**config.mk**
```make
export PLATFORM = sky130hd
export DESIGN_NAME = cpu_top
export DESIGN_NICKNAME = d
export VERILOG_FILES = /design/src/rtl/cpu_pkg.sv /design/src/rtl/inst_queue_if.sv /design/src/rtl/cpu_top.sv /design/src/rtl/exec_unit.sv /design/src/rtl/fetch_unit.sv /design/src/rtl/inst_queue.sv
export VERILOG_INCLUDE_DIRS = /design/src /design/src/rtl
export SDC_FILE = /design/constraint.sdc
export NUM_CORES = 1
export LEC_CHECK = 0
export BUFFER_PORTS_ARGS = -buffer_cell sky130_fd_sc_hd__buf_2
export CAP_MARGIN = 20
export CORE_MARGIN = 3
export CORE_UTILIZATION = 44
export CTS_CLUSTER_DIAMETER = 60
export CTS_CLUSTER_SIZE = 14
export DETAILED_ROUTE_END_ITERATION = 8
export GPL_ROUTABILITY_DRIVEN = 0
export SLEW_MARGIN = 20
export SYNTH_ARGS = -nofsm -noshare
export SYNTH_HDL_FRONTEND = slang
export SYNTH_SLANG_ARGS = --single-unit
export TNS_END_PERCENT = 5
```
**constraint.sdc**
```tcl
create_clock -name clk -period 4.63 [get_ports clk]
set_clock_uncertainty 0.2 [all_clocks]
set_input_delay 0 -clock clk [delete_from_list [all_inputs] [get_ports clk]]
set_output_delay 0 -clock clk [all_outputs]
set_load 0.05 [all_outputs]
```
**src/rtl/cpu_macros.svh**
```systemverilog
`ifndef CPU_MACROS_SVH
`define CPU_MACROS_SVH

// datapath sizes
`define WORD_WIDTH      16
`define REG_COUNT       4
`define REG_ADDR_WIDTH  2
`define IMM_WIDTH       8

// fetch buffering
`define QUEUE_DEPTH     4

`endif

```
**src/rtl/cpu_pkg.sv**
```systemverilog
`default_nettype none

`include "cpu_macros.svh"

package cpu_pkg;

    typedef logic [`WORD_WIDTH-1:0]     word_t;
    typedef logic [`REG_ADDR_WIDTH-1:0] reg_idx_t;

    // bits 15:12 of the instruction
    typedef enum logic [3:0] {
        OP_ADI   = 4'd4,
        OP_LHI   = 4'd6,
        OP_RTYPE = 4'd15
    } opcode_t;

    // bits 5:0, only meaningful for r-type
    typedef enum logic [5:0] {
        FN_ADD = 6'd0,
        FN_SUB = 6'd1,
        FN_WWD = 6'd28,
        FN_HLT = 6'd29
    } funct_t;

    ////////////////////
    // one fetched word, tagged with its address
    typedef struct packed {
        word_t pc;
        word_t inst;
    } fetch_item_t;

endpackage

`default_nettype wire

```
**src/rtl/inst_queue_if.sv**
```systemverilog
`timescale 1ns/1ps
`default_nettype none

interface inst_queue_if #(
    parameter type item_t = cpu_pkg::fetch_item_t
);

    logic  push;       // strobe, fetch side
    item_t push_item;
    logic  full;       // level
    logic  empty;      // level
    item_t pop_item;   // head entry
    logic  pop;        // strobe, execute side

    modport producer (
        output push,
        output push_item,
        input  full
    );

    modport buffer (
        input  push,
        input  push_item,
        input  pop,
        output full,
        output empty,
        output pop_item
    );

    modport consumer (
        output pop,
        input  empty,
        input  pop_item
    );

endinterface

`default_nettype wire
```
**src/rtl/cpu_top.sv**
```systemverilog
`timescale 1ns/1ps
`default_nettype none

module cpu_top (
    input  logic           clk,
    input  logic           reset_n,
    // instruction memory, port 1
    output logic           read_m1,
    output cpu_pkg::word_t address1,
    input  cpu_pkg::word_t data1,
    input  logic           m1_ready,
    // status
    output cpu_pkg::word_t num_inst,
    output cpu_pkg::word_t output_port,
    output logic           is_halted
);

    inst_queue_if #(
        .item_t(cpu_pkg::fetch_item_t)
    ) iq_if ();

    ////////////////////
    // producer
    fetch_unit fetch_unit_inst (
        .clk      (clk),
        .reset_n  (reset_n),
        .read_m1  (read_m1),
        .address1 (address1),
        .data1    (data1),
        .m1_ready (m1_ready),
        .q        (iq_if.producer)
    );

    ////////////////////
    // buffer
    inst_queue #(
        .item_t(cpu_pkg::fetch_item_t)
    ) inst_queue_inst (
        .clk     (clk),
        .reset_n (reset_n),
        .q       (iq_if.buffer)
    );

    ////////////////////
    // consumer
    exec_unit exec_unit_inst (
        .clk         (clk),
        .reset_n     (reset_n),
        .q           (iq_if.consumer),
        .num_inst    (num_inst),
        .output_port (output_port),
        .is_halted   (is_halted)
    );

endmodule

`default_nettype wire

```
**src/rtl/exec_unit.sv**
```systemverilog
`timescale 1ns/1ps
`default_nettype none

`include "cpu_macros.svh"

module exec_unit (
    input  logic           clk,
    input  logic           reset_n,
    inst_queue_if.consumer q,
    output cpu_pkg::word_t num_inst,
    output cpu_pkg::word_t output_port,
    output logic           is_halted
);

    localparam int PAD_W = `WORD_WIDTH - `IMM_WIDTH;

    cpu_pkg::word_t    inst;
    cpu_pkg::opcode_t  opcode;
    cpu_pkg::funct_t   funct;
    cpu_pkg::reg_idx_t rs;
    cpu_pkg::reg_idx_t rt;
    cpu_pkg::reg_idx_t rd;
    logic [`IMM_WIDTH-1:0] imm;

    cpu_pkg::word_t regs [`REG_COUNT];
    cpu_pkg::word_t rs_val;
    cpu_pkg::word_t rt_val;
    cpu_pkg::word_t imm_sext;

    logic              wr_en;
    cpu_pkg::reg_idx_t wr_idx;
    cpu_pkg::word_t    wr_data;
    logic              is_wwd;
    logic              is_hlt;

    // take the head whenever one is there, until halted
    assign q.pop = !q.empty && !is_halted;

    ////////////////////
    // field split
    assign inst   = q.pop_item.inst;
    assign opcode = cpu_pkg::opcode_t'(inst[15:12]);
    assign rs     = inst[11:10];
    assign rt     = inst[9:8];
    assign rd     = inst[7:6];
    assign funct  = cpu_pkg::funct_t'(inst[5:0]);
    assign imm    = inst[`IMM_WIDTH-1:0];

    assign rs_val   = regs[rs];
    assign rt_val   = regs[rt];
    assign imm_sext = {{PAD_W{imm[`IMM_WIDTH-1]}}, imm};

    always_comb begin
        wr_en   = 1'b0;
        wr_idx  = rd;
        wr_data = rs_val + rt_val;
        is_wwd  = 1'b0;
        is_hlt  = 1'b0;
        case (opcode)
            cpu_pkg::OP_RTYPE: begin
                case (funct)
                    cpu_pkg::FN_ADD: wr_en = 1'b1;
                    cpu_pkg::FN_SUB: begin
                        wr_en   = 1'b1;
                        wr_data = rs_val - rt_val;
                    end
                    cpu_pkg::FN_WWD: is_wwd = 1'b1;
                    cpu_pkg::FN_HLT: is_hlt = 1'b1;
                    default: ;   // retires as a no-op
                endcase
            end
            cpu_pkg::OP_ADI: begin
                wr_en   = 1'b1;
                wr_idx  = rt;
                wr_data = rs_val + imm_sext;
            end
            cpu_pkg::OP_LHI: begin
                wr_en   = 1'b1;
                wr_idx  = rt;
                wr_data = {imm, {PAD_W{1'b0}}};   // upper byte
            end
            default: ;
        endcase
    end

    ////////////////////
    // retire on the pop edge
    always_ff @(posedge clk) begin
        if (reset_n) begin
            for (int i = 0; i < `REG_COUNT; i++) begin
                regs[i] <= '0;
            end
            num_inst    <= '0;
            output_port <= '0;
            is_halted   <= 1'b0;
        end else if (q.pop) begin
            if (wr_en) begin
                regs[wr_idx] <= wr_data;
            end
            if (is_wwd) begin
                output_port <= rs_val;
            end
            if (is_hlt) begin
                is_halted <= 1'b1;
            end
            num_inst <= num_inst + 1'b1;   // hlt counts too
        end
    end

    // once hlt retires the queue is left alone
    a_halt_stops_pop : assert property (
        @(posedge clk) disable iff (reset_n)
        q.pop && is_hlt |=> is_halted && !q.pop
    );

endmodule

`default_nettype wire

```
**src/rtl/fetch_unit.sv**
```systemverilog
`timescale 1ns/1ps
`default_nettype none

module fetch_unit (
    input  logic           clk,
    input  logic           reset_n,
    output logic           read_m1,
    output cpu_pkg::word_t address1,
    input  cpu_pkg::word_t data1,
    input  logic           m1_ready,
    inst_queue_if.producer q
);

    cpu_pkg::word_t pc;

    // request as long as the queue has a free slot
    assign read_m1  = !q.full;
    assign address1 = pc;

    // a read completes at the edge where ready is seen
    assign q.push      = read_m1 && m1_ready;
    assign q.push_item = '{pc: pc, inst: data1};

    always_ff @(posedge clk) begin
        if (reset_n) begin
            pc <= '0;
        end else if (q.push) begin
            pc <= pc + 1'b1;   // straight-line stream
        end
    end

    ////////////////////
    // checks

    a_no_push_full : assert property (
        @(posedge clk) disable iff (reset_n)
        q.push |-> !q.full
    );

endmodule

`default_nettype wire

```
**src/rtl/inst_queue.sv**
```systemverilog
`timescale 1ns/1ps
`default_nettype none

`include "cpu_macros.svh"

module inst_queue #(
    parameter type item_t = cpu_pkg::fetch_item_t,
    parameter int  DEPTH  = `QUEUE_DEPTH   // power of two
) (
    input  logic         clk,
    input  logic         reset_n,
    inst_queue_if.buffer q
);

    localparam int PTR_W = $clog2(DEPTH);
    localparam int CNT_W = $clog2(DEPTH + 1);
    localparam logic [CNT_W-1:0] FULL_COUNT = CNT_W'(DEPTH);

    item_t mem [DEPTH];

    logic [PTR_W-1:0] wr_ptr;
    logic [PTR_W-1:0] rd_ptr;
    logic [CNT_W-1:0] count;

    assign q.full     = (count == FULL_COUNT);
    assign q.empty    = (count == '0);
    assign q.pop_item = mem[rd_ptr];

    ////////////////////
    // storage
    always_ff @(posedge clk) begin
        if (q.push) begin
            mem[wr_ptr] <= q.push_item;
        end
    end

    ////////////////////
    // pointers and occupancy
    always_ff @(posedge clk) begin
        if (reset_n) begin
            wr_ptr <= '0;
            rd_ptr <= '0;
            count  <= '0;
        end else begin
            if (q.push) begin
                wr_ptr <= wr_ptr + 1'b1;   // wraps at DEPTH
            end
            if (q.pop) begin
                rd_ptr <= rd_ptr + 1'b1;
            end
            case ({q.push, q.pop})
                2'b10:   count <= count + 1'b1;
                2'b01:   count <= count - 1'b1;
                default: count <= count;   // both or neither
            endcase
        end
    end

    ////////////////////
    // checks

    a_no_push_full : assert property (
        @(posedge clk) disable iff (reset_n)
        q.push |-> !q.full
    );

    a_no_pop_empty : assert property (
        @(posedge clk) disable iff (reset_n)
        q.pop |-> !q.empty
    );

    // a push into an empty queue is at the head one cycle later
    a_push_visible : assert property (
        @(posedge clk) disable iff (reset_n)
        q.push && q.empty |=> !q.empty && q.pop_item == $past(q.push_item)
    );

endmodule

`default_nettype wire

```
==> metrics.txt, run 1 <==
result of the run finished clean; sequential cell area fraction in the yosys report between 40% and 50%; top cells by area, synth sky130_fd_sc_hd__edfxtp_1, sky130_fd_sc_hd__dfxtp_1, sky130_fd_sc_hd__mux2i_1; slew margin rel. a little over two fifths; HP Start reset_n; Final Hold Violating Endpoints 0; mapped cell area ~0.011 mm²; FILL cells about 2,100; Port Buf Inserts between 60 and 70; cts bufs inserted 17; leading post-synthesis cells by instance count sky130_fd_sc_hd__nor2_1, sky130_fd_sc_hd__edfxtp_1, sky130_fd_sc_hd__mux2i_1; share of flip-flops with an asynchronous set or reset after synthesis 0%; setup slack, reg-to-reg between 0.15 and 0.2 ns; effective utilization at floorplan 44.9%; via count 7,617; area added between synthesis and finish 16.7%; Final nets about 1,100; Arrival @ worst endpoint roughly 4.5 ns; number of cells produced by synthesis around 950; # placed instances 1,334; drt via density 5.49; library cell with the largest summed area after synthesis sky130_fd_sc_hd__edfxtp_1; number of rows created at floorplan 56; Post-Synthesis Net Count just over 1,000; leading cell type by number of instances after synthesis sky130_fd_sc_hd__nor2_1; final-report max-slew violation count 0; global route overflow 0; layout cells sized above 1 between 10% and 20%; FF+latch count, synth ~190; depth of the worst register-to-register path 15; setup repair after global routing missed its margin no; worst-skew pair later-pin latency 0.43 ns; Synth Warn # 0; most common flop cell mapped by yosys sky130_fd_sc_hd__edfxtp_1; clock tree from TritonCTS built; first-pass GRT wire length 42,700 µm; Crit path required time roughly 4.6 ns; critical path class reg -> reg; Worst setup SP type flop; area taken by flip-flops and latches roughly 0.0050 mm²; RR Endpoint exec_unit_inst.regs[0][15]; TritonCTS Sinks roughly 190; Root Buffer sky130_fd_sc_hd__clkbuf_16; number of I/O pins between 60 and 70; antenna violations before repair 0; top cell type's share of synthesized area 36.5%; mean instance size in the synthesized netlist approximately 11 µm²; die span in x about 160 µm; Worst Hold End exec_unit_inst.num_inst[9]; total setup violations reported at the end of the flow 0; Antenna Violating Nets Remaining 0; worst voltage drop across the vdd grid 0.349 mV; placeable core region roughly 0.023 mm²; count of flip-flops with a built-in enable after synthesis about 130; Worst Hold Margin ~0.031 ns; estimated wirelength of the detail-placed design between 15,000 and 20,000 µm; leakage dissipation around 4.9 nW; transition time of the tightest slew-check pin between 0.8 and 0.9 ns; clock slew at the register clock pins of the worst setup and hold paths approximately 0.070 ns; area of combinational cells with multiple inputs 0.00528 mm²; final worst path period share 96.6%; die extent in y roughly 160 µm; H-tree level count 4; endpoint type of the worst setup path flop; non-filler instance count after layout about 1,400; highest clock rate approximately 220 MHz; DR WL/cell ~19 µm; Worst Hold Depth 3; Pwr per Cell Area slightly below 700 mW/mm²; largest buffer count on any clock path 2; die area roughly 0.026 mm²; first-pass iteration count of the detailed router 5; final core area utilization 52.4%; top fanout value on the critical path 19; number of remaining DRC errors 0; Yosys cell types 72; largest net degree at the start of global routing 63; final WL between 20,000 and 30,000 µm; initial drt markers slightly below 500; vias in the first global route around 7,600; number of antenna cells inserted 0; type of the worst min-delay path in -> reg; max-cap violations 0; final critical delay including setup and external delays 4.47 ns; all-layer global routing usage between 20% and 30%
## sequential cells by signal, indices dropped and copies added, names as in the netlist, named ones only
signal / flops
inst_queue_inst.count: 3
exec_unit_inst.num_inst: 16
fetch_unit_inst.address1: 16
inst_queue_inst.mem: 64
exec_unit_inst.output_port: 16
exec_unit_inst.regs: 64
inst_queue_inst.wr_ptr: 2
inst_queue_inst.rd_ptr: 2
exec_unit_inst.is_halted: 1
## cell type report
class	count	area share [%]
clock buffer	23	3.81
clock inverter	9	0.671
inverter	41	1.25
multi-input combinational	677	42.9
sequential	186	40.7
tap	319	3.25
timing repair buffer	132	7.36
## routing by layer
| layer | share of wire, % | GRT usage, % |
|---|---|---|
| met5 | 0 | 0 |
| met4 | 2.7 | 7.16 |
| met3 | 4.6 | 3.69 |
| met2 | 49 | 34.9 |
| met1 | 44 | 28.0 |
## where the power goes
part	internal (mW)	switching (mW)
combinational	2.02	3.03
sequential	1.94	0.0816
clock	0.736	0.666
## worst max path at each step
stage / to / start / depth (start not counted)
6_report: exec_unit_inst.regs[0][15] / flop / 15
5_1_grt: exec_unit_inst.regs[1][15] / flop / 16
4_1_cts: exec_unit_inst.regs[1][15] / flop / 14
3_5_place_dp: exec_unit_inst.regs[2][15] / flop / 16
3_3_place_gp: exec_unit_inst.regs[1][15] / flop / 16
2_1_floorplan: exec_unit_inst.regs[1][14] / flop / 18
## cell usage in the layout, fill, tap and decap left out, types with 5 or more instances in the layout
cell type / n
sky130_fd_sc_hd__dlygate4sd3_1: 17
sky130_fd_sc_hd__a21o_1: 10
sky130_fd_sc_hd__nor3_1: 13
sky130_fd_sc_hd__or3_1: 7
sky130_fd_sc_hd__a22oi_1: 5
sky130_fd_sc_hd__nand3_1: 15
sky130_fd_sc_hd__o21ai_0: 18
sky130_fd_sc_hd__xor2_1: 33
sky130_fd_sc_hd__and2_1: 7
sky130_fd_sc_hd__nand2_1: 52
sky130_fd_sc_hd__o211ai_1: 6
sky130_fd_sc_hd__clkbuf_16: 18
sky130_fd_sc_hd__buf_2: 68
sky130_fd_sc_hd__nand4_1: 7
sky130_fd_sc_hd__o31ai_1: 6
sky130_fd_sc_hd__ha_1: 51
sky130_fd_sc_hd__clkbuf_1: 5
sky130_fd_sc_hd__inv_1: 40
sky130_fd_sc_hd__xnor2_1: 26
sky130_fd_sc_hd__a21oi_1: 48
sky130_fd_sc_hd__a211oi_2: 6
sky130_fd_sc_hd__a221o_1: 5
sky130_fd_sc_hd__and3_1: 15
sky130_fd_sc_hd__edfxtp_1: 128
sky130_fd_sc_hd__buf_4: 43
sky130_fd_sc_hd__a31oi_1: 5
sky130_fd_sc_hd__nand2b_1: 9
sky130_fd_sc_hd__mux2i_1: 77
sky130_fd_sc_hd__mux4_2: 29
sky130_fd_sc_hd__dfxtp_1: 57
sky130_fd_sc_hd__o21bai_1: 5
sky130_fd_sc_hd__nor2_1: 152
## stage by stage
stage          total power, mW  setup TNS [ns]  cell area, µm²  setup WS, ns
3_5_place_dp              6.85           -1.40           11400        -0.116
2_1_floorplan             5.52               0           10500       0.00901
4_1_cts                   8.31               0           12200        0.0297
3_3_place_gp              6.83          -0.651           11400       -0.0899
6_report                  8.48               0           12300         0.158
5_1_grt                   9.03               0           12300        0.0114
## cell families (layout without fill, tap and decap cells)
kind of cell	Yosys count	count (layout)	synth area share, %
and+or+nand+nor	296	296	12.7
DFF	186	186	47.5
AOI/OAI and AO/OA	153	153	10.1
muxes	111	111	14.3
buffers and inverters	82	205	3.28
xor gates and xnor gates	60	60	5.06
adders and majority gates	57	57	7.04
## what timing repair did
item,in CTS,in global routing
endpoints found under the setup margin,20,32
resized for setup,4,21
hold buffers,17,0
pin swaps,1,3
setup buffers,0,4
hold endpoints to repair,67,0
## critical path, stage by stage (launching register included)
cell	delay, ns
sky130_fd_sc_hd__dfxtp_4	0.40
sky130_fd_sc_hd__mux4_2	0.57
sky130_fd_sc_hd__buf_12	0.20
sky130_fd_sc_hd__mux4_2	0.55
sky130_fd_sc_hd__ha_1	0.38
sky130_fd_sc_hd__buf_4	0.18
sky130_fd_sc_hd__a21o_1	0.20
sky130_fd_sc_hd__a21o_1	0.19
sky130_fd_sc_hd__a221oi_2	0.35
sky130_fd_sc_hd__a21o_1	0.19
sky130_fd_sc_hd__o21ai_0	0.07
sky130_fd_sc_hd__a21oi_1	0.19
sky130_fd_sc_hd__xnor2_1	0.11
sky130_fd_sc_hd__a211oi_2	0.21
sky130_fd_sc_hd__buf_4	0.16
sky130_fd_sc_hd__nor2_1	0.04
Note: power is estimated with default switching activity, not from simulation.
==> run 2, diff against run 1 <==
--- a/config.mk
+++ b/config.mk
@@ -14,6 +14,7 @@
 export CTS_CLUSTER_SIZE = 14
 export DETAILED_ROUTE_END_ITERATION = 8
 export GPL_ROUTABILITY_DRIVEN = 0
+export RECOVER_POWER = 50
 export SLEW_MARGIN = 20
 export SYNTH_ARGS = -nofsm -noshare
 export SYNTH_HDL_FRONTEND = slang
==> metrics.txt, run 2 (synthesized netlist as in run 1, its figures left out) <==
final WL 26,600 µm (-0.17%); number of antenna cells inserted 0 (unchanged); top library cells by usage in the layout, fill and taps aside sky130_fd_sc_hd__nor2_1, sky130_fd_sc_hd__edfxtp_1, sky130_fd_sc_hd__mux2i_1; biggest registers after layout exec_unit_inst.regs (64), inst_queue_inst.mem (64); Fin Setup TNS 0 ns (unchanged); layout cells sized above 1 13.6% (-6.4 points); transition time of the tightest slew-check pin 0.847 ns (+0.00520 ns); final worst path period share 96.8% (+0.20 points); master of the slowest instance on the critical path sky130_fd_sc_hd__mux4_2; final critical delay including setup and external delays 4.48 ns (+0.00946 ns); initial drt markers 512 (+4.9%); clock slew at the register clock pins of the worst setup and hold paths 0.07 ns (about the same); result of the run finished clean; setup repair after global routing missed its margin no; H-tree level count 4 (unchanged); via count 7,626 (+0.12%); Port Buf Inserts 68 (unchanged); effective utilization at floorplan 44.9% (unchanged); worst setup slack after layout 0.148 ns (-0.00946 ns); placeable core region 0.0235 mm² (unchanged); top fanout value on the critical path 19 (unchanged); Root Buffer sky130_fd_sc_hd__clkbuf_16; first-pass GRT wire length 42,700 µm (unchanged); endpoint type of the worst setup path flop; DR WL/cell 19.2 µm (-0.17%); Pwr per Cell Area 694 mW/mm² (+0.58%); worst voltage drop across the vdd grid 0.349 mV (about the same); leakage dissipation 4.66 nW (-5.3%); most common library cell in the layout ignoring fill and taps sky130_fd_sc_hd__nor2_1; Final Hold Violating Endpoints 0 (unchanged); Area after DPL 0.0114 mm² (unchanged); final-report max-slew violation count 0 (unchanged); die area 0.0258 mm² (unchanged); Antenna Violating Nets Remaining 0 (unchanged); max-cap violations 0 (unchanged); critical path class reg -> reg; die extent in y 161 µm (unchanged); largest buffer count on any clock path 2 (unchanged); cell type with the highest occurrence count on the critical path sky130_fd_sc_hd__a21o_1; Final nets 1,130 (unchanged); number of remaining DRC errors 0 (unchanged); worst-case setup slack after placement -0.116 ns (unchanged); Crit path required time 4.60 ns (about the same); final instance area 0.0122 mm² (-0.67%); antenna violations before repair 0 (unchanged); first-pass iteration count of the detailed router 5 (unchanged); type of the worst min-delay path in -> reg; all-layer global routing usage 21.0% (unchanged); worst-skew pair later-pin latency 0.43 ns (about the same); slew margin rel. 43.5% (-0.35 points); vias in the first global route 7,622 (unchanged); Cell Chain, Critical Path mux4_2 > buf_12 > mux4_2 > ha_1 > buf_4 > a21o_1 > a21o_1 > a221oi_2 > a21o_1 > o21ai_0 > a21oi_1 > xnor2_1 > a211oi_2 > buf_4 > nor2_1; number of I/O pins 69 (unchanged); estimated wirelength of the detail-placed design 19,000 µm (unchanged); TritonCTS Sinks 186 (unchanged); Arrival @ worst endpoint 4.46 ns (about the same); clock tree from TritonCTS built; cts bufs inserted 17 (unchanged); die span in x 161 µm (unchanged); area added between synthesis and finish 15.9%; final core area utilization 52.0% (-0.35 points); total setup violations reported at the end of the flow 0 (unchanged); number of rows created at floorplan 56 (unchanged); Worst setup SP type flop; Worst Hold Margin 0.0308 ns (-0.000130 ns); global route overflow 0 (unchanged); slowest cell delay on critical path 0.57 ns (about the same); largest net degree at the start of global routing 63 (unchanged); drt via density 5.50 (+0.12%); highest clock rate 223 MHz (-0.21%)
[run 2: area by class of cell]
| type | count | area, µm² |
|---|---|---|
| clock inverter | 9 | 82.6 |
| clock buffer | 23 | 469 |
| multi-input combinational | 677 | 5280 |
| sequential | 186 | 5010 |
| fill | 2154 | 11300 |
| timing repair buffer | 132 | 822 |
| inverter | 41 | 154 |
| tap | 319 | 399 |
[run 2: worst max-delay path, delay by kind of cell, from the launching register on]
family                   cells  cell delay, ns
AO/OA/AOI/OAI                7            1.40
XOR/XNOR                     1            0.12
adder cells (fa/ha/maj)      1            0.38
buffers and inverters        3            0.54
flip-flops                   1            0.40
multiplexers                 2            1.12
AND/OR/NAND/NOR              1            0.04
[run 2: timing repair]
action,CTS,global route
resized for setup,4,21
pin swaps,1,3
gates cloned,0,0
setup endpoints to repair,20,32
setup buffers,0,4
hold endpoints to repair,67,0
hold buffers,17,0
[run 2: final timing paths]
path                                 start                            end  slack [ns]  cells after the start
max reg2reg                           flop     exec_unit_inst.regs[0][15]        0.15                     15
min reg2reg  exec_unit_inst.output_port[7]  exec_unit_inst.output_port[7]        0.29                      2
min                                reset_n     exec_unit_inst.num_inst[9]        0.03                      3
max                                   flop     exec_unit_inst.regs[0][15]        0.15                     15
[run 2: stage by stage]
step                power (mW)  std cells
finish                    8.47       1387
detailed placement        6.85       1334
CTS                       8.31       1383
global placement          6.83       1334
floorplan                 5.52        945
global route              9.02       1387
[run 2: layer usage]
metal / share of wire (%) / vias up / global-route usage, %
met5: 0 / - / 0
met3: 4.9 / 35 / 3.69
met2: 49 / 215 / 34.9
li1: - / 3679 / -
met4: 2.7 / 0 / 7.16
met1: 43 / 3697 / 28.0
[run 2: where the power goes]
| part | switching (mW) | leakage [nW] | total [mW] | internal, mW |
|---|---|---|---|---|
| Clock | 0.669 | 0.271 | 1.40 | 0.736 |
| Combinational | 3.03 | 2.68 | 5.04 | 2.01 |
| Sequential | 0.0818 | 1.72 | 2.02 | 1.94 |
| Total | 3.78 | 4.66 | 8.47 | 4.69 |
